[config.mk]
export PLATFORM = sky130hd
export DESIGN_NAME = command_core
export DESIGN_NICKNAME = d
export VERILOG_FILES = /design/src/common/cmd_pkg.sv /design/src/command/cmd_parser.sv /design/src/command/cmd_dispatch.sv /design/src/command/rsp_encoder.sv /design/src/rtl/system_unit.sv /design/src/rtl/gpio_unit.sv /design/src/rtl/command_core.sv
export VERILOG_INCLUDE_DIRS = /design/src /design/src/common
export SDC_FILE = /design/constraint.sdc
export NUM_CORES = 1
export LEC_CHECK = 0
export BUFFER_PORTS_ARGS = -buffer_cell sky130_fd_sc_hd__clkbuf_2
export CAP_MARGIN = 20
export CORE_ASPECT_RATIO = 0.75
export CORE_MARGIN = 2
export CORE_UTILIZATION = 35
export DETAILED_ROUTE_END_ITERATION = 6
export SYNTH_ARGS = -nofsm -noshare
export SYNTH_HDL_FRONTEND = slang
export SYNTH_HIERARCHICAL = 1
export SYNTH_SLANG_ARGS = --single-unit
[constraint.sdc]
create_clock -name clk -period 8.7 [get_ports clk]
set_input_delay 0 -clock clk [delete_from_list [all_inputs] [get_ports clk]]
set_output_delay 0 -clock clk [all_outputs]
set_load 0.02 [all_outputs]
[src/common/cmd_cfg.svh]
`ifndef CMD_CFG_SVH
`define CMD_CFG_SVH

// Widths
`define CMD_ID_BITS 5
`define ARG_BITS 32
`define MAX_ARGS 8
`define ARG_IDX_BITS 3
`define MAX_PARAMS 8
`define PARAM_IDX_BITS 3
`define LEN_BITS 8

// Functional units
`define NUNITS 2
`define UNIT_BITS 1
`define UNIT_SYSTEM 0
`define UNIT_GPIO 1
`define NGPIO 8

`define FW_VERSION 32'h0001_0203

// Host command IDs
`define CMD_GET_VERSION 0
`define CMD_GET_TIME 2
`define CMD_SET_DIGITAL_OUT 15
`define CMD_SHUTDOWN 19

// Response IDs
`define RSP_GET_VERSION 0
`define RSP_GET_TIME 1

`endif

[src/common/cmd_pkg.sv]
`default_nettype none

package cmd_pkg;

// One parameter word returned by a unit.
// The encoder picks the view from the separate raw flag.
typedef union packed {
	logic signed [31:0] as_value; // Sent as minimal signed VLQ.
	struct packed {
		logic [23:0] pad;
		logic [7:0] data; // Sent as a single byte.
	} as_raw;
} param_word_u;

endpackage

`default_nettype wire

[src/command/cmd_parser.sv]
`timescale 1ns/1ps
`default_nettype none

`include "cmd_cfg.svh"

module cmd_parser (
	input wire clk,
	input wire reset,
	input wire [7:0] msg_data,
	input wire msg_ready,
	output logic msg_rd_en,
	input wire dispatch_idle,
	output logic arg_write,
	output logic [`ARG_IDX_BITS-1:0] arg_idx,
	output logic [`ARG_BITS-1:0] arg_data,
	output logic cmd_valid,
	output logic [`CMD_ID_BITS-1:0] cmd_id,
	output logic [`UNIT_BITS-1:0] cmd_unit,
	output logic cmd_has_response
);

localparam [2:0] S_ID = 3'd0;
localparam [2:0] S_ARG = 3'd1;
localparam [2:0] S_DISPATCH = 3'd2;
localparam [2:0] S_WAIT_BUSY = 3'd3;
localparam [2:0] S_WAIT_IDLE = 3'd4;
localparam [2:0] S_HOLD = 3'd5;

localparam logic [`UNIT_BITS-1:0] UNIT_SYS = `UNIT_SYSTEM;
localparam logic [`UNIT_BITS-1:0] UNIT_IO = `UNIT_GPIO;
localparam logic [`ARG_IDX_BITS:0] NARGS_DOUT = 2;

logic [2:0] state;
logic [`ARG_IDX_BITS:0] arg_count;
logic first_byte;
logic take;
logic [`ARG_BITS-1:0] arg_next;

logic tab_valid;
logic [`UNIT_BITS-1:0] tab_unit;
logic [`ARG_IDX_BITS:0] tab_nargs;
logic tab_rsp;

// Command table.
always_comb begin
	tab_valid = 1'b1;
	tab_unit = UNIT_SYS;
	tab_nargs = '0;
	tab_rsp = 1'b0;
	case (msg_data)
		`CMD_GET_VERSION: tab_rsp = 1'b1;
		`CMD_GET_TIME: tab_rsp = 1'b1;
		`CMD_SHUTDOWN: tab_rsp = 1'b0;
		`CMD_SET_DIGITAL_OUT: begin
			tab_unit = UNIT_IO;
			tab_nargs = NARGS_DOUT;
		end
		default: tab_valid = 1'b0;
	endcase
end

// One pop, then a gap cycle while the queue advances.
assign take = msg_ready && !msg_rd_en && dispatch_idle && (state == S_ID || state == S_ARG);

always_comb begin
	if (first_byte)
		arg_next = {{(`ARG_BITS-7){msg_data[6] & msg_data[5]}}, msg_data[6:0]};
	else
		arg_next = {arg_data[`ARG_BITS-8:0], msg_data[6:0]};
end

always_ff @(posedge clk) begin
	if (reset) begin
		state <= S_ID;
		msg_rd_en <= 1'b0;
		arg_write <= 1'b0;
		cmd_valid <= 1'b0;
		first_byte <= 1'b1;
		arg_idx <= '0;
	end else begin
		msg_rd_en <= take;
		arg_write <= 1'b0;
		cmd_valid <= 1'b0;
		if (arg_write)
			arg_idx <= arg_idx + 1'b1;
		case (state)
			S_ID: if (take && tab_valid) begin
				cmd_id <= msg_data[`CMD_ID_BITS-1:0];
				cmd_unit <= tab_unit;
				cmd_has_response <= tab_rsp;
				arg_count <= tab_nargs;
				arg_idx <= '0;
				first_byte <= 1'b1;
				state <= (tab_nargs == '0) ? S_DISPATCH : S_ARG;
			end
			S_ARG: if (take) begin
				arg_data <= arg_next;
				first_byte <= !msg_data[7];
				if (!msg_data[7]) begin
					arg_write <= 1'b1;
					if ({1'b0, arg_idx} + 1'b1 == arg_count)
						state <= S_DISPATCH;
				end
			end
			S_DISPATCH: begin
				cmd_valid <= 1'b1;
				state <= S_WAIT_BUSY;
			end
			S_WAIT_BUSY: state <= S_WAIT_IDLE; // Dispatcher leaves idle here.
			S_WAIT_IDLE: if (dispatch_idle)
				state <= S_HOLD;
			default: state <= S_ID;
		endcase
	end
end

a_arg_idx: assert property (@(posedge clk) disable iff (reset)
	arg_write |-> ({1'b0, arg_idx} < arg_count) && (arg_count <= `MAX_ARGS));

endmodule

`default_nettype wire

[src/command/cmd_dispatch.sv]
`timescale 1ns/1ps
`default_nettype none

`include "cmd_cfg.svh"

module cmd_dispatch (
	input wire clk,
	input wire reset,
	input wire arg_write,
	input wire [`ARG_IDX_BITS-1:0] arg_idx,
	input wire [`ARG_BITS-1:0] arg_data,
	input wire cmd_valid,
	input wire [`CMD_ID_BITS-1:0] cmd_id,
	input wire [`UNIT_BITS-1:0] cmd_unit,
	input wire cmd_has_response,
	output logic dispatch_idle,
	output logic [`CMD_ID_BITS-1:0] unit_cmd_id,
	output logic [`ARG_BITS-1:0] unit_arg_data,
	output logic [`NUNITS-1:0] unit_cmd_ready,
	input wire [`NUNITS-1:0] unit_arg_advance,
	input wire [`NUNITS-1:0] unit_param_write,
	input wire cmd_pkg::param_word_u unit_param_data [`NUNITS],
	input wire [`NUNITS-1:0] unit_param_raw,
	input wire [`NUNITS-1:0] unit_cmd_done,
	output logic param_write,
	output cmd_pkg::param_word_u param_data,
	output logic param_raw,
	output logic rsp_start,
	output logic [7:0] rsp_id,
	input wire rsp_busy
);

localparam [1:0] D_IDLE = 2'd0;
localparam [1:0] D_READY = 2'd1;
localparam [1:0] D_WAIT_DONE = 2'd2;
localparam [1:0] D_WAIT_ENC = 2'd3;

logic [1:0] state;
logic [`ARG_BITS-1:0] args [`MAX_ARGS];
logic [`ARG_IDX_BITS-1:0] arg_ptr;
logic [`UNIT_BITS-1:0] unit_sel;
logic has_rsp;
logic sel_advance;
logic sel_done;

assign dispatch_idle = state == D_IDLE;
assign sel_advance = unit_arg_advance[unit_sel] && state == D_WAIT_DONE;
assign sel_done = unit_cmd_done[unit_sel] && state == D_WAIT_DONE;

// Only a command that answers fills the encoder buffer.
assign param_write = unit_param_write[unit_sel] && state == D_WAIT_DONE && has_rsp;
assign param_data = unit_param_data[unit_sel];
assign param_raw = unit_param_raw[unit_sel];

always_ff @(posedge clk) begin
	if (arg_write)
		args[arg_idx] <= arg_data;
end

always_ff @(posedge clk) begin
	if (reset) begin
		state <= D_IDLE;
		unit_cmd_ready <= '0;
		rsp_start <= 1'b0;
	end else begin
		unit_cmd_ready <= '0;
		rsp_start <= 1'b0;
		case (state)
			D_IDLE: if (cmd_valid) begin
				unit_cmd_id <= cmd_id;
				unit_sel <= cmd_unit;
				has_rsp <= cmd_has_response;
				state <= D_READY;
			end
			D_READY: begin
				unit_arg_data <= args[0]; // First argument rides with cmd_ready.
				arg_ptr <= `ARG_IDX_BITS'(1);
				unit_cmd_ready[unit_sel] <= 1'b1;
				state <= D_WAIT_DONE;
			end
			D_WAIT_DONE: begin
				if (sel_advance) begin
					unit_arg_data <= args[arg_ptr];
					arg_ptr <= arg_ptr + 1'b1;
				end
				if (sel_done) begin
					if (has_rsp) begin
						rsp_start <= 1'b1;
						rsp_id <= param_data.as_raw.data;
						state <= D_WAIT_ENC;
					end else begin
						state <= D_IDLE;
					end
				end
			end
			default: if (!rsp_busy)
				state <= D_IDLE;
		endcase
	end
end

a_done_sel: assert property (@(posedge clk) disable iff (reset)
	|unit_cmd_done |-> state == D_WAIT_DONE &&
		unit_cmd_done == (`NUNITS'(1) << unit_sel));

endmodule

`default_nettype wire

[src/command/rsp_encoder.sv]
`timescale 1ns/1ps
`default_nettype none

`include "cmd_cfg.svh"

module rsp_encoder (
	input wire clk,
	input wire reset,
	input wire param_write,
	input wire cmd_pkg::param_word_u param_data,
	input wire param_raw,
	input wire rsp_start,
	input wire [7:0] rsp_id,
	output logic rsp_busy,
	output logic [7:0] send_ring_data,
	output logic send_ring_wr_en,
	input wire send_ring_full,
	output logic [`LEN_BITS-1:0] send_fifo_data,
	output logic send_fifo_wr_en,
	input wire send_fifo_full
);

localparam [1:0] E_IDLE = 2'd0;
localparam [1:0] E_ID = 2'd1;
localparam [1:0] E_DATA = 2'd2;
localparam [1:0] E_LEN = 2'd3;

logic [1:0] state;
cmd_pkg::param_word_u params [`MAX_PARAMS];
logic [`MAX_PARAMS-1:0] raw_flags;
logic [`PARAM_IDX_BITS:0] nparams;
logic [`PARAM_IDX_BITS-1:0] cur;
logic [7:0] id_byte;
logic [`LEN_BITS-1:0] len;
logic first;
logic [2:0] grp;
cmd_pkg::param_word_u word;
logic [34:0] ext;
logic [2:0] grp_now;
logic param_last;

// Minimal signed VLQ length in bytes.
function automatic logic [2:0] vlq_len(input logic signed [31:0] v);
	if (v >= -32 && v < 96)
		return 3'd1;
	else if (v >= -4096 && v < 12288)
		return 3'd2;
	else if (v >= -(1 << 19) && v < 3 * (1 << 19))
		return 3'd3;
	else if (v >= -(1 << 26) && v < 3 * (1 << 26))
		return 3'd4;
	return 3'd5;
endfunction

assign word = params[cur];
assign ext = {{3{word.as_value[31]}}, word.as_value}; // 5 groups of 7.
assign grp_now = first ? vlq_len(word.as_value) - 3'd1 : grp;
assign param_last = raw_flags[cur] || grp_now == 3'd0;

always_comb begin
	if (state == E_ID)
		send_ring_data = id_byte;
	else if (raw_flags[cur])
		send_ring_data = word.as_raw.data;
	else
		send_ring_data = {grp_now != 3'd0, ext[7 * grp_now +: 7]};
end

assign send_ring_wr_en = (state == E_ID || state == E_DATA) && !send_ring_full;
assign send_fifo_wr_en = state == E_LEN && !send_fifo_full;
assign send_fifo_data = len;
assign rsp_busy = state != E_IDLE || rsp_start; // Covers the start cycle.

always_ff @(posedge clk) begin
	if (param_write) begin
		params[nparams[`PARAM_IDX_BITS-1:0]] <= param_data;
		raw_flags[nparams[`PARAM_IDX_BITS-1:0]] <= param_raw;
	end
end

always_ff @(posedge clk) begin
	if (reset) begin
		state <= E_IDLE;
		nparams <= '0;
	end else begin
		if (param_write)
			nparams <= nparams + 1'b1;
		case (state)
			E_IDLE: if (rsp_start) begin
				id_byte <= rsp_id;
				cur <= '0;
				first <= 1'b1;
				state <= E_ID;
			end
			E_ID: if (send_ring_wr_en) begin
				len <= `LEN_BITS'(1);
				state <= (nparams == '0) ? E_LEN : E_DATA;
			end
			E_DATA: if (send_ring_wr_en) begin
				len <= len + 1'b1;
				if (param_last) begin
					first <= 1'b1;
					if ({1'b0, cur} + 1'b1 == nparams)
						state <= E_LEN;
					else
						cur <= cur + 1'b1;
				end else begin
					first <= 1'b0;
					grp <= grp_now - 3'd1;
				end
			end
			default: if (send_fifo_wr_en) begin
				nparams <= '0; // Buffer is free for the next command.
				state <= E_IDLE;
			end
		endcase
	end
end

// A byte held back by a full ring is the one offered next.
a_ring_full: assert property (@(posedge clk) disable iff (reset)
	send_ring_full && (state == E_ID || state == E_DATA) |->
		!send_ring_wr_en ##1 $stable(send_ring_data));

a_start_idle: assert property (@(posedge clk) disable iff (reset)
	rsp_start |-> state == E_IDLE);

endmodule

`default_nettype wire

[src/rtl/system_unit.sv]
`timescale 1ns/1ps
`default_nettype none

`include "cmd_cfg.svh"

module system_unit (
	input wire clk,
	input wire reset,
	input wire [63:0] systime,
	input wire [`CMD_ID_BITS-1:0] cmd_id,
	input wire [`ARG_BITS-1:0] arg_data,
	input wire cmd_ready,
	output logic arg_advance,
	output logic param_write,
	output cmd_pkg::param_word_u param_data,
	output logic param_raw,
	output logic cmd_done,
	output logic shutdown
);

localparam [2:0] ST_IDLE = 3'd0;
localparam [2:0] ST_VER = 3'd1;
localparam [2:0] ST_TLO = 3'd2;
localparam [2:0] ST_THI = 3'd3;
localparam [2:0] ST_DONE = 3'd4;

logic [2:0] state;
logic [63:0] time_latched;
logic [7:0] rsp_id;

assign arg_advance = 1'b0; // System commands take no arguments.
assign param_raw = 1'b0;
assign param_write = state == ST_VER || state == ST_TLO || state == ST_THI;
assign cmd_done = state == ST_DONE;

always_comb begin
	case (state)
		ST_VER: param_data.as_value = `FW_VERSION;
		ST_TLO: param_data.as_value = time_latched[31:0];
		ST_THI: param_data.as_value = time_latched[63:32];
		default: begin
			param_data.as_raw.pad = '0;
			param_data.as_raw.data = rsp_id; // Response ID with done.
		end
	endcase
end

always_ff @(posedge clk) begin
	if (reset) begin
		state <= ST_IDLE;
		shutdown <= 1'b0;
	end else begin
		case (state)
			ST_IDLE: if (cmd_ready) begin
				time_latched <= systime;
				case (cmd_id)
					`CMD_GET_VERSION: begin
						rsp_id <= 8'(`RSP_GET_VERSION);
						state <= ST_VER;
					end
					`CMD_GET_TIME: begin
						rsp_id <= 8'(`RSP_GET_TIME);
						state <= ST_TLO;
					end
					`CMD_SHUTDOWN: begin
						shutdown <= 1'b1; // Sticky until reset.
						state <= ST_DONE;
					end
					default: state <= ST_DONE;
				endcase
			end
			ST_VER: state <= ST_DONE;
			ST_TLO: state <= ST_THI;
			ST_THI: state <= ST_DONE;
			default: state <= ST_IDLE;
		endcase
	end
end

endmodule

`default_nettype wire

[src/rtl/gpio_unit.sv]
`timescale 1ns/1ps
`default_nettype none

`include "cmd_cfg.svh"

module gpio_unit (
	input wire clk,
	input wire reset,
	input wire [`CMD_ID_BITS-1:0] cmd_id,
	input wire [`ARG_BITS-1:0] arg_data,
	input wire cmd_ready,
	output logic arg_advance,
	output logic cmd_done,
	input wire shutdown,
	output logic [`NGPIO-1:0] gpio
);

localparam PIN_BITS = $clog2(`NGPIO);
localparam [1:0] G_IDLE = 2'd0;
localparam [1:0] G_VALUE = 2'd1;
localparam [1:0] G_DONE = 2'd2;

logic [1:0] state;
logic [PIN_BITS-1:0] pin;
logic [`NGPIO-1:0] out_r;
logic set_cmd;

assign set_cmd = cmd_id == `CMD_SET_DIGITAL_OUT;
assign arg_advance = cmd_ready && set_cmd; // Value follows the pin.
assign cmd_done = state == G_VALUE || state == G_DONE;
assign gpio = shutdown ? '0 : out_r;

always_ff @(posedge clk) begin
	if (reset) begin
		state <= G_IDLE;
		out_r <= '0;
	end else begin
		if (shutdown)
			out_r <= '0;
		case (state)
			G_IDLE: if (cmd_ready) begin
				pin <= arg_data[PIN_BITS-1:0];
				state <= set_cmd ? G_VALUE : G_DONE;
			end
			G_VALUE: begin
				if (!shutdown)
					out_r[pin] <= arg_data != '0;
				state <= G_IDLE;
			end
			default: state <= G_IDLE;
		endcase
	end
end

endmodule

`default_nettype wire

[src/rtl/command_core.sv]
`timescale 1ns/1ps
`default_nettype none

`include "cmd_cfg.svh"

module command_core (
	input wire clk,
	input wire reset,
	input wire [7:0] msg_data,
	input wire msg_ready,
	output wire msg_rd_en,
	output wire [7:0] send_ring_data,
	output wire send_ring_wr_en,
	input wire send_ring_full,
	output wire [`LEN_BITS-1:0] send_fifo_data,
	output wire send_fifo_wr_en,
	input wire send_fifo_full,
	input wire [63:0] systime,
	output wire [`NGPIO-1:0] gpio,
	output wire shutdown
);

wire dispatch_idle;
wire arg_write;
wire [`ARG_IDX_BITS-1:0] arg_idx;
wire [`ARG_BITS-1:0] arg_data;
wire cmd_valid;
wire [`CMD_ID_BITS-1:0] cmd_id;
wire [`UNIT_BITS-1:0] cmd_unit;
wire cmd_has_response;

wire [`CMD_ID_BITS-1:0] unit_cmd_id;
wire [`ARG_BITS-1:0] unit_arg_data;
wire [`NUNITS-1:0] unit_cmd_ready;
wire [`NUNITS-1:0] unit_arg_advance;
wire [`NUNITS-1:0] unit_param_write;
wire cmd_pkg::param_word_u unit_param_data [`NUNITS];
wire [`NUNITS-1:0] unit_param_raw;
wire [`NUNITS-1:0] unit_cmd_done;

wire param_write;
wire cmd_pkg::param_word_u param_data;
wire param_raw;
wire rsp_start;
wire [7:0] rsp_id;
wire rsp_busy;

cmd_parser u_parser (
	.clk(clk),
	.reset(reset),
	.msg_data(msg_data),
	.msg_ready(msg_ready),
	.msg_rd_en(msg_rd_en),
	.dispatch_idle(dispatch_idle),
	.arg_write(arg_write),
	.arg_idx(arg_idx),
	.arg_data(arg_data),
	.cmd_valid(cmd_valid),
	.cmd_id(cmd_id),
	.cmd_unit(cmd_unit),
	.cmd_has_response(cmd_has_response)
);

cmd_dispatch u_dispatch (
	.clk(clk),
	.reset(reset),
	.arg_write(arg_write),
	.arg_idx(arg_idx),
	.arg_data(arg_data),
	.cmd_valid(cmd_valid),
	.cmd_id(cmd_id),
	.cmd_unit(cmd_unit),
	.cmd_has_response(cmd_has_response),
	.dispatch_idle(dispatch_idle),
	.unit_cmd_id(unit_cmd_id),
	.unit_arg_data(unit_arg_data),
	.unit_cmd_ready(unit_cmd_ready),
	.unit_arg_advance(unit_arg_advance),
	.unit_param_write(unit_param_write),
	.unit_param_data(unit_param_data),
	.unit_param_raw(unit_param_raw),
	.unit_cmd_done(unit_cmd_done),
	.param_write(param_write),
	.param_data(param_data),
	.param_raw(param_raw),
	.rsp_start(rsp_start),
	.rsp_id(rsp_id),
	.rsp_busy(rsp_busy)
);

rsp_encoder u_encoder (
	.clk(clk),
	.reset(reset),
	.param_write(param_write),
	.param_data(param_data),
	.param_raw(param_raw),
	.rsp_start(rsp_start),
	.rsp_id(rsp_id),
	.rsp_busy(rsp_busy),
	.send_ring_data(send_ring_data),
	.send_ring_wr_en(send_ring_wr_en),
	.send_ring_full(send_ring_full),
	.send_fifo_data(send_fifo_data),
	.send_fifo_wr_en(send_fifo_wr_en),
	.send_fifo_full(send_fifo_full)
);

system_unit u_system (
	.clk(clk),
	.reset(reset),
	.systime(systime),
	.cmd_id(unit_cmd_id),
	.arg_data(unit_arg_data),
	.cmd_ready(unit_cmd_ready[`UNIT_SYSTEM]),
	.arg_advance(unit_arg_advance[`UNIT_SYSTEM]),
	.param_write(unit_param_write[`UNIT_SYSTEM]),
	.param_data(unit_param_data[`UNIT_SYSTEM]),
	.param_raw(unit_param_raw[`UNIT_SYSTEM]),
	.cmd_done(unit_cmd_done[`UNIT_SYSTEM]),
	.shutdown(shutdown)
);

// GPIO commands never answer.
assign unit_param_write[`UNIT_GPIO] = 1'b0;
assign unit_param_data[`UNIT_GPIO] = '0;
assign unit_param_raw[`UNIT_GPIO] = 1'b0;

gpio_unit u_gpio (
	.clk(clk),
	.reset(reset),
	.cmd_id(unit_cmd_id),
	.arg_data(unit_arg_data),
	.cmd_ready(unit_cmd_ready[`UNIT_GPIO]),
	.arg_advance(unit_arg_advance[`UNIT_GPIO]),
	.cmd_done(unit_cmd_done[`UNIT_GPIO]),
	.shutdown(shutdown),
	.gpio(gpio)
);

endmodule

`default_nettype wire

* Word level (Yosys, flattened, before mapping)
Memory sizes are Yosys's and may differ from the RTL's. A register that Yosys moved wholly into a read port is not among the register bits.
Cells that the tools add are included.
** Word-level totals
- Register bits :: 234
- Memory bits (writable) :: 512
- Input bits :: 77
- Output and inout port bits :: 28
- Word-level logic and storage cells :: 288
- Memories :: 2
** Cells by class
- Add/subtract/negate cells :: 9
- Multiply operators :: 1
- Order comparisons :: 16
- Equality and inequality tests :: 39
- Shift operators :: 1
- Mux-type cells :: 101
- Bitwise gates (word level) :: 10
- Reduce and logical (&&, ||, !) cells :: 74
** Memories
- u_dispatch.args :: depth 8, width 32, rd ports 2, clocked after Yosys merged registers in 1, wr ports 1, line cmd_dispatch.sv:39 : logic [`ARG_BITS-1:0] args [`MAX_ARGS];
- u_encoder.params :: depth 8, width 32, rd ports 1, clocked after Yosys merged registers in 1, wr ports 1, line rsp_encoder.sv:29 : cmd_pkg::param_word_u params [`MAX_PARAMS];
** Operators by type and width (count)
- $mux 32 :: 5
- $pmux 32 s3 :: 1
- $mux 3 :: 22
- $mux 8 :: 8
- $pmux 32 s2 :: 1
- $shiftx 35x7->7 :: 1
- $ge 32x13->1 const B :: 1
- $ge 32x20->1 const B :: 1
- $ge 32x27->1 const B :: 1
- $ge 32x6->1 const B :: 1
- $lt 32x15->1 const B :: 1
- $lt 32x22->1 const B :: 1
- $lt 32x29->1 const B :: 1
- $lt 32x8->1 const B :: 1
- $pmux 8 s2 :: 2
- $reduce_bool 32->1 :: 1
- $mux 1 :: 31
- $reduce_and 3->1 :: 10
- $mux 2 :: 13
- $ne 2x2->1 const B :: 10
- $reduce_and 4->1 :: 5
- $logic_and 1x1->1 :: 18
- $pmux 3 s2 :: 3
- $bwmux 8 :: 2
- other kinds (51) :: 110

* Logic depth before layout (Yosys ltp)
Gate-level depths: netlist of the first run.
- Depth after elaboration :: 15
- Gate-level depth with buffers :: 21
- Depth with buffers taken out :: 17

* Modules after synthesis
The synthesis of the first run kept the hierarchy.
** Modules (own cells, without submodules)
- rsp_encoder :: instances 1, cells an instance 680, area an instance 12514.5 sq um, seq. area each 8798.4 sq um
- cmd_dispatch :: instances 1, cells an instance 734, area an instance 12493.2 sq um, seq. area each 9349.0 sq um
- system_unit :: instances 1, cells an instance 142, area an instance 2568.7 sq um, seq. area each 2031.9 sq um
- cmd_parser :: instances 1, cells an instance 165, area an instance 1999.4 sq um, seq. area each 1371.3 sq um
- gpio_unit :: instances 1, cells an instance 85, area an instance 737.0 sq um, seq. area each 290.3 sq um
- command_core :: instances 1, cells an instance 1, area an instance 3.8 sq um, seq. area each 0.0 sq um

* Least setup slack after synthesis of the first run
Ideal clock, no wire load.
- Path type :: register to register
- Start point :: reg (tool-made name)
- End point :: reg u_encoder.grp[0] (enable)
- Data arrival time :: 4.371 ns
- Setup slack :: 3.980 ns
- Stages on the path, launching flop included :: 17
- Period minus slack after synthesis :: 4.720 ns
- Cell sequence :: dfxtp_1 -> buf_6 -> buf_6 -> mux4_2 -> mux2i_1 -> nand4_1 -> nor4_4 -> nand2_1 -> o221a_2 -> nor3_1 -> ha_1 -> nand2_1 -> o21ai_0 -> ha_1 -> ha_1 -> or3b_2 -> nor3b_1
** RTL lines
- to (signal assigned) :: line rsp_encoder.sv:109 : grp <= grp_now - 3'd1;
- to (decl) :: line rsp_encoder.sv:36 : logic [2:0] grp;

==> results of run 1 <==
==> how the worst max path moves through the flow <==
stage / start / endpoint / cells past startpoint
5_1_grt: flop / send_ring_data[7] / 16
2_1_floorplan: flop / u_encoder/grp[0] / 16
3_3_place_gp: flop / u_encoder/grp[0] / 15
6_report: flop / send_ring_data[7] / 16
4_1_cts: flop / send_ring_data[7] / 16
3_5_place_dp: flop / u_encoder/grp[1] / 15
==> cells by family (layout without fill, tap and decap cells) <==
logic type | count (synthesis) | count (layout) | synth area share (%)
fa+ha+maj | 21 | 21 | 0.8667
other cells | 2 | 37 | 0.02477
buf+inv | 173 | 443 | 2.530
compound gates | 267 | 267 | 6.249
xor+xnor | 18 | 18 | 0.5448
flops | 741 | 741 | 72.04
simple gates | 296 | 296 | 5.250
mux | 289 | 289 | 12.49
==> state kept, by name, indices dropped and copies added (netlist names), 4 cells and up, named ones only <==
signal,count
u_dispatch/rsp_id,8
u_gpio/out_r,8
u_encoder/id_byte,8
u_system/time_latched,64
u_encoder/raw_flags,8
u_encoder/nparams,4
u_dispatch/unit_cmd_id,5
u_encoder/send_fifo_data,8
u_parser/cmd_id,5
u_dispatch/args,256
u_encoder/params,256
u_parser/arg_data,32
u_dispatch/unit_arg_data,32
==> power groups by stage <==
stage	combinational, W	clock [W]	sequential, W
3_3_place_gp	0.000910	0	0.00409
5_1_grt	0.00103	0.00332	0.00403
4_1_cts	0.000956	0.00318	0.00402
6_report	0.000956	0.00311	0.00402
3_5_place_dp	0.000923	0	0.00410
2_1_floorplan	0.000679	0	0.00404
==> routing by layer <==
layer	GRT usage (%)	routed length (µm)	up-vias
li1	-	-	7562
met1	23.56	33480	8440
met2	22.85	30550	527
met3	2.604	3971	99
met4	4.420	1402	0
met5	0	0	-
==> worst max-delay path, delay by kind of cell, from the launching register on <==
| family | cells | cell delay (ns) |
|---|---|---|
| buf+inv | 2 | 0.77 |
| mux | 3 | 1.34 |
| fa+ha+maj | 3 | 0.79 |
| simple gates | 5 | 0.88 |
| flops | 1 | 0.83 |
| compound gates | 3 | 0.97 |
==> repair_timing <==
action,4_1_cts,5_1_grt
endpoints found under the setup margin,0,0
hold buffers,76,0
hold endpoints to repair,101,0
==> metrics by stage <==
step                      setup WS (ns)  hold WS [ns]
after CTS                         2.400       0.04001
after global placement            2.818        0.1779
after detailed placement          2.711        0.1787
after floorplan                   3.980       0.07161
final                             2.456       0.08977
after global routing              2.144       0.07057
==> placed cells by master, fill, tap and decap left out, types with 5 or more instances in the layout <==
| master | netlist | layout |
|---|---|---|
| and3_1 | 7 | 6 |
| dlygate4sd3_1 | 0 | 76 |
| a211oi_1 | 9 | 8 |
| buf_4 | 11 | 35 |
| conb_1 | 2 | 36 |
| mux2_2 | 47 | 47 |
| mux2i_1 | 174 | 174 |
| clkinv_2 | 0 | 16 |
| nand2b_1 | 15 | 15 |
| a21oi_1 | 29 | 29 |
| and2_1 | 14 | 14 |
| clkinvlp_4 | 0 | 6 |
| a22o_1 | 28 | 28 |
| nor4_1 | 11 | 11 |
| edfxtp_1 | 700 | 700 |
| nor2_4 | 1 | 13 |
| inv_1 | 88 | 87 |
| clkbuf_2 | 0 | 104 |
| nor2_1 | 79 | 66 |
| mux4_2 | 66 | 66 |
| nor3_2 | 1 | 5 |
| xnor2_1 | 7 | 7 |
| and2b_1 | 9 | 9 |
| clkbuf_16 | 0 | 76 |
| clkbuf_1 | 34 | 14 |
| o211ai_1 | 13 | 13 |
| nand4_1 | 7 | 7 |
| a22oi_1 | 64 | 64 |
| o2111ai_1 | 8 | 8 |
| o21ai_0 | 78 | 78 |
| xor2_1 | 10 | 10 |
| dfxtp_1 | 41 | 37 |
| clkinv_1 | 1 | 15 |
| nand3_1 | 49 | 49 |
| nand2_1 | 43 | 43 |
| nor3_1 | 21 | 17 |
| a31oi_1 | 11 | 11 |
| ha_1 | 21 | 20 |
| nor2b_1 | 9 | 7 |
==> final cells by class <==
class | count | area, µm² | area share (%)
tap | 1140 | 1426 | 4.015
antenna | 1 | 2.502 | 0.007043
inverter | 90 | 337.8 | 0.9508
sequential | 741 | 21850 | 61.50
timing repair buffer | 216 | 1559 | 4.388
clock inverter | 47 | 427.9 | 1.204
clock buffer | 90 | 1954 | 5.501
multi-input combinational | 927 | 7970 | 22.43
==> flow_metrics.env, run 1 <==
export IMPL_status="complete, no violations"
export IMPL_die_area_um2=89010
export IMPL_crit_type="flop to output pin"
export IMPL_ant_nets=0
export IMPL_ys_seq_area_share_pct=72.04
export IMPL_drt_initial_drc_count=1439
export IMPL_ys_types=79
export IMPL_postRouteWirelength_um=69410
export IMPL_clkPwrFrac_pct=38.4
export IMPL_ys_top_cells_by_area="edfxtp_1 (69%), mux2i_1 (5.7%), mux4_2 (4.9%), dfxtp_1 (2.7%), mux2_2 (1.7%)"
export IMPL_synthArstFlopShare_pct=0
export IMPL_htreeDepth=3
export IMPL_pin_count=105
export IMPL_cts_sinks=741
export IMPL_min_from="systime[35]"
export IMPL_core_area_um2=85870
export IMPL_setup_viol=0
export IMPL_timing_fmax_ghz=0.1602
export IMPL_die_h_um=258.9
export IMPL_power_w=0.008083
export IMPL_rsz0062_at_grt="false"
export IMPL_tritoncts="yes"
export IMPL_grt_max_degree=68
export IMPL_slowest_stage="dfxtp_4"
export IMPL_cp_cell_sequence="buf_4, mux4_2, mux2i_1, nand3_1, nor2_1, nand2_1, o221a_2, nor3_1, ha_1, nand2_1, o21ai_0, ha_1, ha_1, mux2_2, o21ai_0, clkbuf_2"
export IMPL_yosysTopAreaCell="edfxtp_1"
export IMPL_fin_skew_ns=0.03931
export IMPL_numCtsBuffers=76
export IMPL_pwr_share_seq_pct=49.7
export IMPL_period_minus_slack_ns=6.244
export IMPL_syn_avg_cell_area_um2=16.78
export IMPL_first_global_vias=16772
export IMPL_power_share_switching_pct=24.89
export IMPL_leakage_nw=12.52
export IMPL_cp_max_fo=35
export IMPL_slew_violations=0
export IMPL_yosysMostFrequentCell="edfxtp_1"
export IMPL_vias=16628
export IMPL_clkLatencyLatePin_ns=0.63
export IMPL_yosys_area_top_type_share_pct=69.34
export IMPL_overflow=0
export IMPL_post_cts_buffers=0
export IMPL_switching_power_w=0.002012
export IMPL_r2r_slack_ns=2.66
export IMPL_dpl_cell_area_um2=32370
export IMPL_peakVddDrop_mv=0.1264
export IMPL_arrival_ns=6.24
export IMPL_cp_common_cell="ha_1"
export IMPL_nNetsFinal=2150
export IMPL_cap_violations=0
export IMPL_dpl_cell_count=3037
export IMPL_min_path_type="input port to flop"
export IMPL_intPower_w=0.006071
export IMPL_avgViaCountPerCell=5.113
export IMPL_drt_pass1_iter_count=7
export IMPL_die_x_um=343.8
export IMPL_worstHoldEndpoint="u_system/time_latched[35]"
export IMPL_synthesis_area_um2=30320
export IMPL_remaining_drc_errors=0
export IMPL_synth_seq_cells=741
export IMPL_regToRegEndpoint="u_encoder/grp[0]"
export IMPL_synth_warnings=6
export IMPL_slew_headroom_pct=34.44
export IMPL_cpPeakStageDelay_ns=0.83
export IMPL_antenna_found_initial=2
export IMPL_grt_pass1_wl_um=104100
export IMPL_instances_no_fill=3252
export IMPL_p_per_area_nw_per_um2=227.5
export IMPL_portBuffers=104
export IMPL_r2r_cells=15
export IMPL_clock_path_buffers=3
export IMPL_gp_congestion=0.8684
export IMPL_final_area_um2=35530
export IMPL_wl_per_cell_um=21.34
export IMPL_fin_crit_sh_pct=71.77
export IMPL_synthTopCellsByCount="edfxtp_1 (700), mux2i_1 (174), inv_1 (88)"
export IMPL_utilization_pct=41.37
export IMPL_hold_depth=2
export IMPL_area_growth_pct=17.19
export IMPL_crit_required_ns=8.70
export IMPL_nFillCells=7663
export IMPL_fin_tns_setup_ns=0
export IMPL_start_kind="flop"
export IMPL_synth_ff_type="edfxtp_1"
export IMPL_cts_resized=0
export IMPL_rows=93
export IMPL_start_util_pct=35.30
export IMPL_drive_gt1_share_pct=19.90
export IMPL_track_usage_pct=15.51
export IMPL_synth_edff_count=700
export IMPL_endpoint_kind="output pin"
export IMPL_root_buffer="clkbuf_16"
export IMPL_cts_clk_slew_worst_paths_ns=0.06
export IMPL_max_slew_worst_pin_slew_ns=0.9834
export IMPL_post_dp_hpwl_um=41140
export IMPL_finalHoldViolCount=0
export IMPL_p_comb_share_pct=11.8
export IMPL_synthCells=1807
No activity file was read; power rests on OpenSTA's default activity.
==> inputs of run 2 (changes only) <==
==> constraint.sdc (replaced) <==
create_clock -name clk -period 5.2 [get_ports clk]
set_input_delay 0 -clock clk [delete_from_list [all_inputs] [get_ports clk]]
set_output_delay 0 -clock clk [all_outputs]
set_load 0.02 [all_outputs]
==> run 2 against run 1 <==
Compared with the run above: global-route usage hardly changed; via count rose by 0.81%; die area stayed put; critical path depth is 2 higher; register-to-register slack got worse by 2.1 ns; final cell count increased by 0.89%; largest power group unchanged; highest routed layer unchanged.
==> flow_metrics.env, run 2 (synthesized netlist as in run 1, its figures left out) <==
export IMPL_cts_sinks=741
export IMPL_cts_clk_slew_worst_paths_ns=0.06
export IMPL_cpPeakStageDelay_ns=0.50
export IMPL_setup_viol=0
export IMPL_track_usage_pct=15.54
export IMPL_leakage_nw=12.70
export IMPL_first_global_vias=16723
export IMPL_die_h_um=258.9
export IMPL_timing_fmax_ghz=0.2025
export IMPL_dpl_cell_count=3060
export IMPL_vias=16763
export IMPL_finalHoldViolCount=0
export IMPL_dpl_cell_area_um2=32580
export IMPL_final_common_cell="edfxtp_1"
export IMPL_core_area_um2=85870
export IMPL_period_minus_slack_ns=4.938
export IMPL_wl_per_cell_um=21.24
export IMPL_pin_count=105
export IMPL_cp_max_fo=7
export IMPL_gp_congestion=0.9207
export IMPL_cp_cell_sequence="buf_12, buf_4, mux4_2, mux2i_1, or4_1, nor4_4, nand3b_1, o221a_2, nor3_2, ha_1, nand2_1, o21ai_0, buf_4, o21a_1, nand3b_1, o221a_2, o221ai_4, clkbuf_2"
export IMPL_slew_headroom_pct=24.81
export IMPL_cap_violations=0
export IMPL_status="complete, no violations"
export IMPL_htreeDepth=3
export IMPL_rows=93
export IMPL_grt_max_degree=69
export IMPL_post_dp_hpwl_um=42650
export IMPL_die_x_um=343.8
export IMPL_grt_pass1_wl_um=104200
export IMPL_remaining_drc_errors=0
export IMPL_avgViaCountPerCell=5.109
export IMPL_utilization_pct=41.92
export IMPL_crit_type="flop to output pin"
export IMPL_start_util_pct=35.30
export IMPL_fin_crit_sh_pct=94.97
export IMPL_final_area_um2=36000
export IMPL_portBuffers=104
export IMPL_endpoint_kind="output pin"
export IMPL_antenna_found_initial=4
export IMPL_numCtsBuffers=75
export IMPL_layout_common_cells="edfxtp_1 (700), mux2i_1 (163), clkbuf_2 (103)"
export IMPL_clock_path_buffers=3
export IMPL_fin_tns_setup_ns=0
export IMPL_clkLatencyLatePin_ns=0.64
export IMPL_crit_required_ns=5.20
export IMPL_overflow=0
export IMPL_instances_no_fill=3281
export IMPL_slew_violations=0
export IMPL_max_slew_worst_pin_slew_ns=1.128
export IMPL_peakVddDrop_mv=0.2087
export IMPL_min_path_type="input port to flop"
export IMPL_drt_initial_drc_count=1499
export IMPL_postRouteWirelength_um=69700
export IMPL_arrival_ns=4.94
export IMPL_tritoncts="yes"
export IMPL_drt_pass1_iter_count=7
export IMPL_drive_gt1_share_pct=21.42
export IMPL_slowest_stage="mux4_2"
export IMPL_nNetsFinal=2175
export IMPL_area_growth_pct=18.75
export IMPL_die_area_um2=89010
export IMPL_p_per_area_nw_per_um2=382.9
export IMPL_nFillCells=7586
export IMPL_root_buffer="clkbuf_16"
export IMPL_fin_skew_ns=0.03780
export IMPL_start_kind="flop"
export IMPL_rsz0062_at_grt="false"
export IMPL_ant_nets=0
run 2: worst max-delay path: cells and delay by family (launching register included):
| kind | cells | cell delay [ns] |
|---|---|---|
| multiplexers | 2 | 0.96 |
| flip-flops | 1 | 0.41 |
| buffers and inverters | 4 | 0.73 |
| adder cells (fa/ha/maj) | 1 | 0.28 |
| AND/OR/NAND/NOR | 6 | 0.68 |
| AO/OA/AOI/OAI | 5 | 1.22 |
run 2: area by class of cell:
class | instances | area [µm²] | share of cell area, %
timing repair buffer | 242 | 1819 | 5.054
tap | 1140 | 1426 | 3.962
clock buffer | 94 | 2001 | 5.557
clock inverter | 44 | 451.7 | 1.255
sequential | 741 | 21850 | 60.71
antenna | 3 | 7.507 | 0.02085
inverter | 90 | 337.8 | 0.9384
multi-input combinational | 927 | 8103 | 22.51
run 2: worst paths after layout:
kind                        startpoint                    to  slack (ns)  cells after the start
setup reg to reg                  flop                  flop        0.53                     17
hold / removal                   reset     u_parser/state[2]        0.06                      2
hold reg to reg   u_dispatch/rsp_id[6]  u_encoder/id_byte[6]        0.42                      0
setup / recovery                  flop     send_ring_data[4]        0.26                     18
run 2: through the flow:
| step | hold WS (ns) | worst slack, ns | power, W |
|---|---|---|---|
| 2_1_floorplan | 0.07161 | 0.4799 | 0.007898 |
| 3_3_place_gp | 0.1775 | 0.2149 | 0.008433 |
| 3_5_place_dp | 0.1786 | 0.1706 | 0.008463 |
| 4_1_cts | 0.01177 | 0.009079 | 0.01386 |
| 5_1_grt | 0.05600 | 0.002222 | 0.01431 |
| 6_report | 0.06087 | 0.2617 | 0.01378 |
run 2: per-layer routing:
metal	GRT usage [%]	wire (µm)
met2	22.95	30850
met4	3.949	1368
met3	3.279	4023
met1	23.30	33450
met5	0	0
run 2: repair_timing:
action / in CTS / in global routing
hold buffers: 74 / 0
hold endpoints to repair: 89 / 0
gates resized for setup: 3 / 26
buffers inserted: 4 / 3
pin swaps: 0 / 3
setup endpoints to repair: 6 / 8
run 2: where the power goes:
group	leakage, nW	switching (W)	internal (W)
clock network	1.18	0.00227	0.00306
registers	6.66	0.0000920	0.00659
logic	4.85	0.00104	0.000735
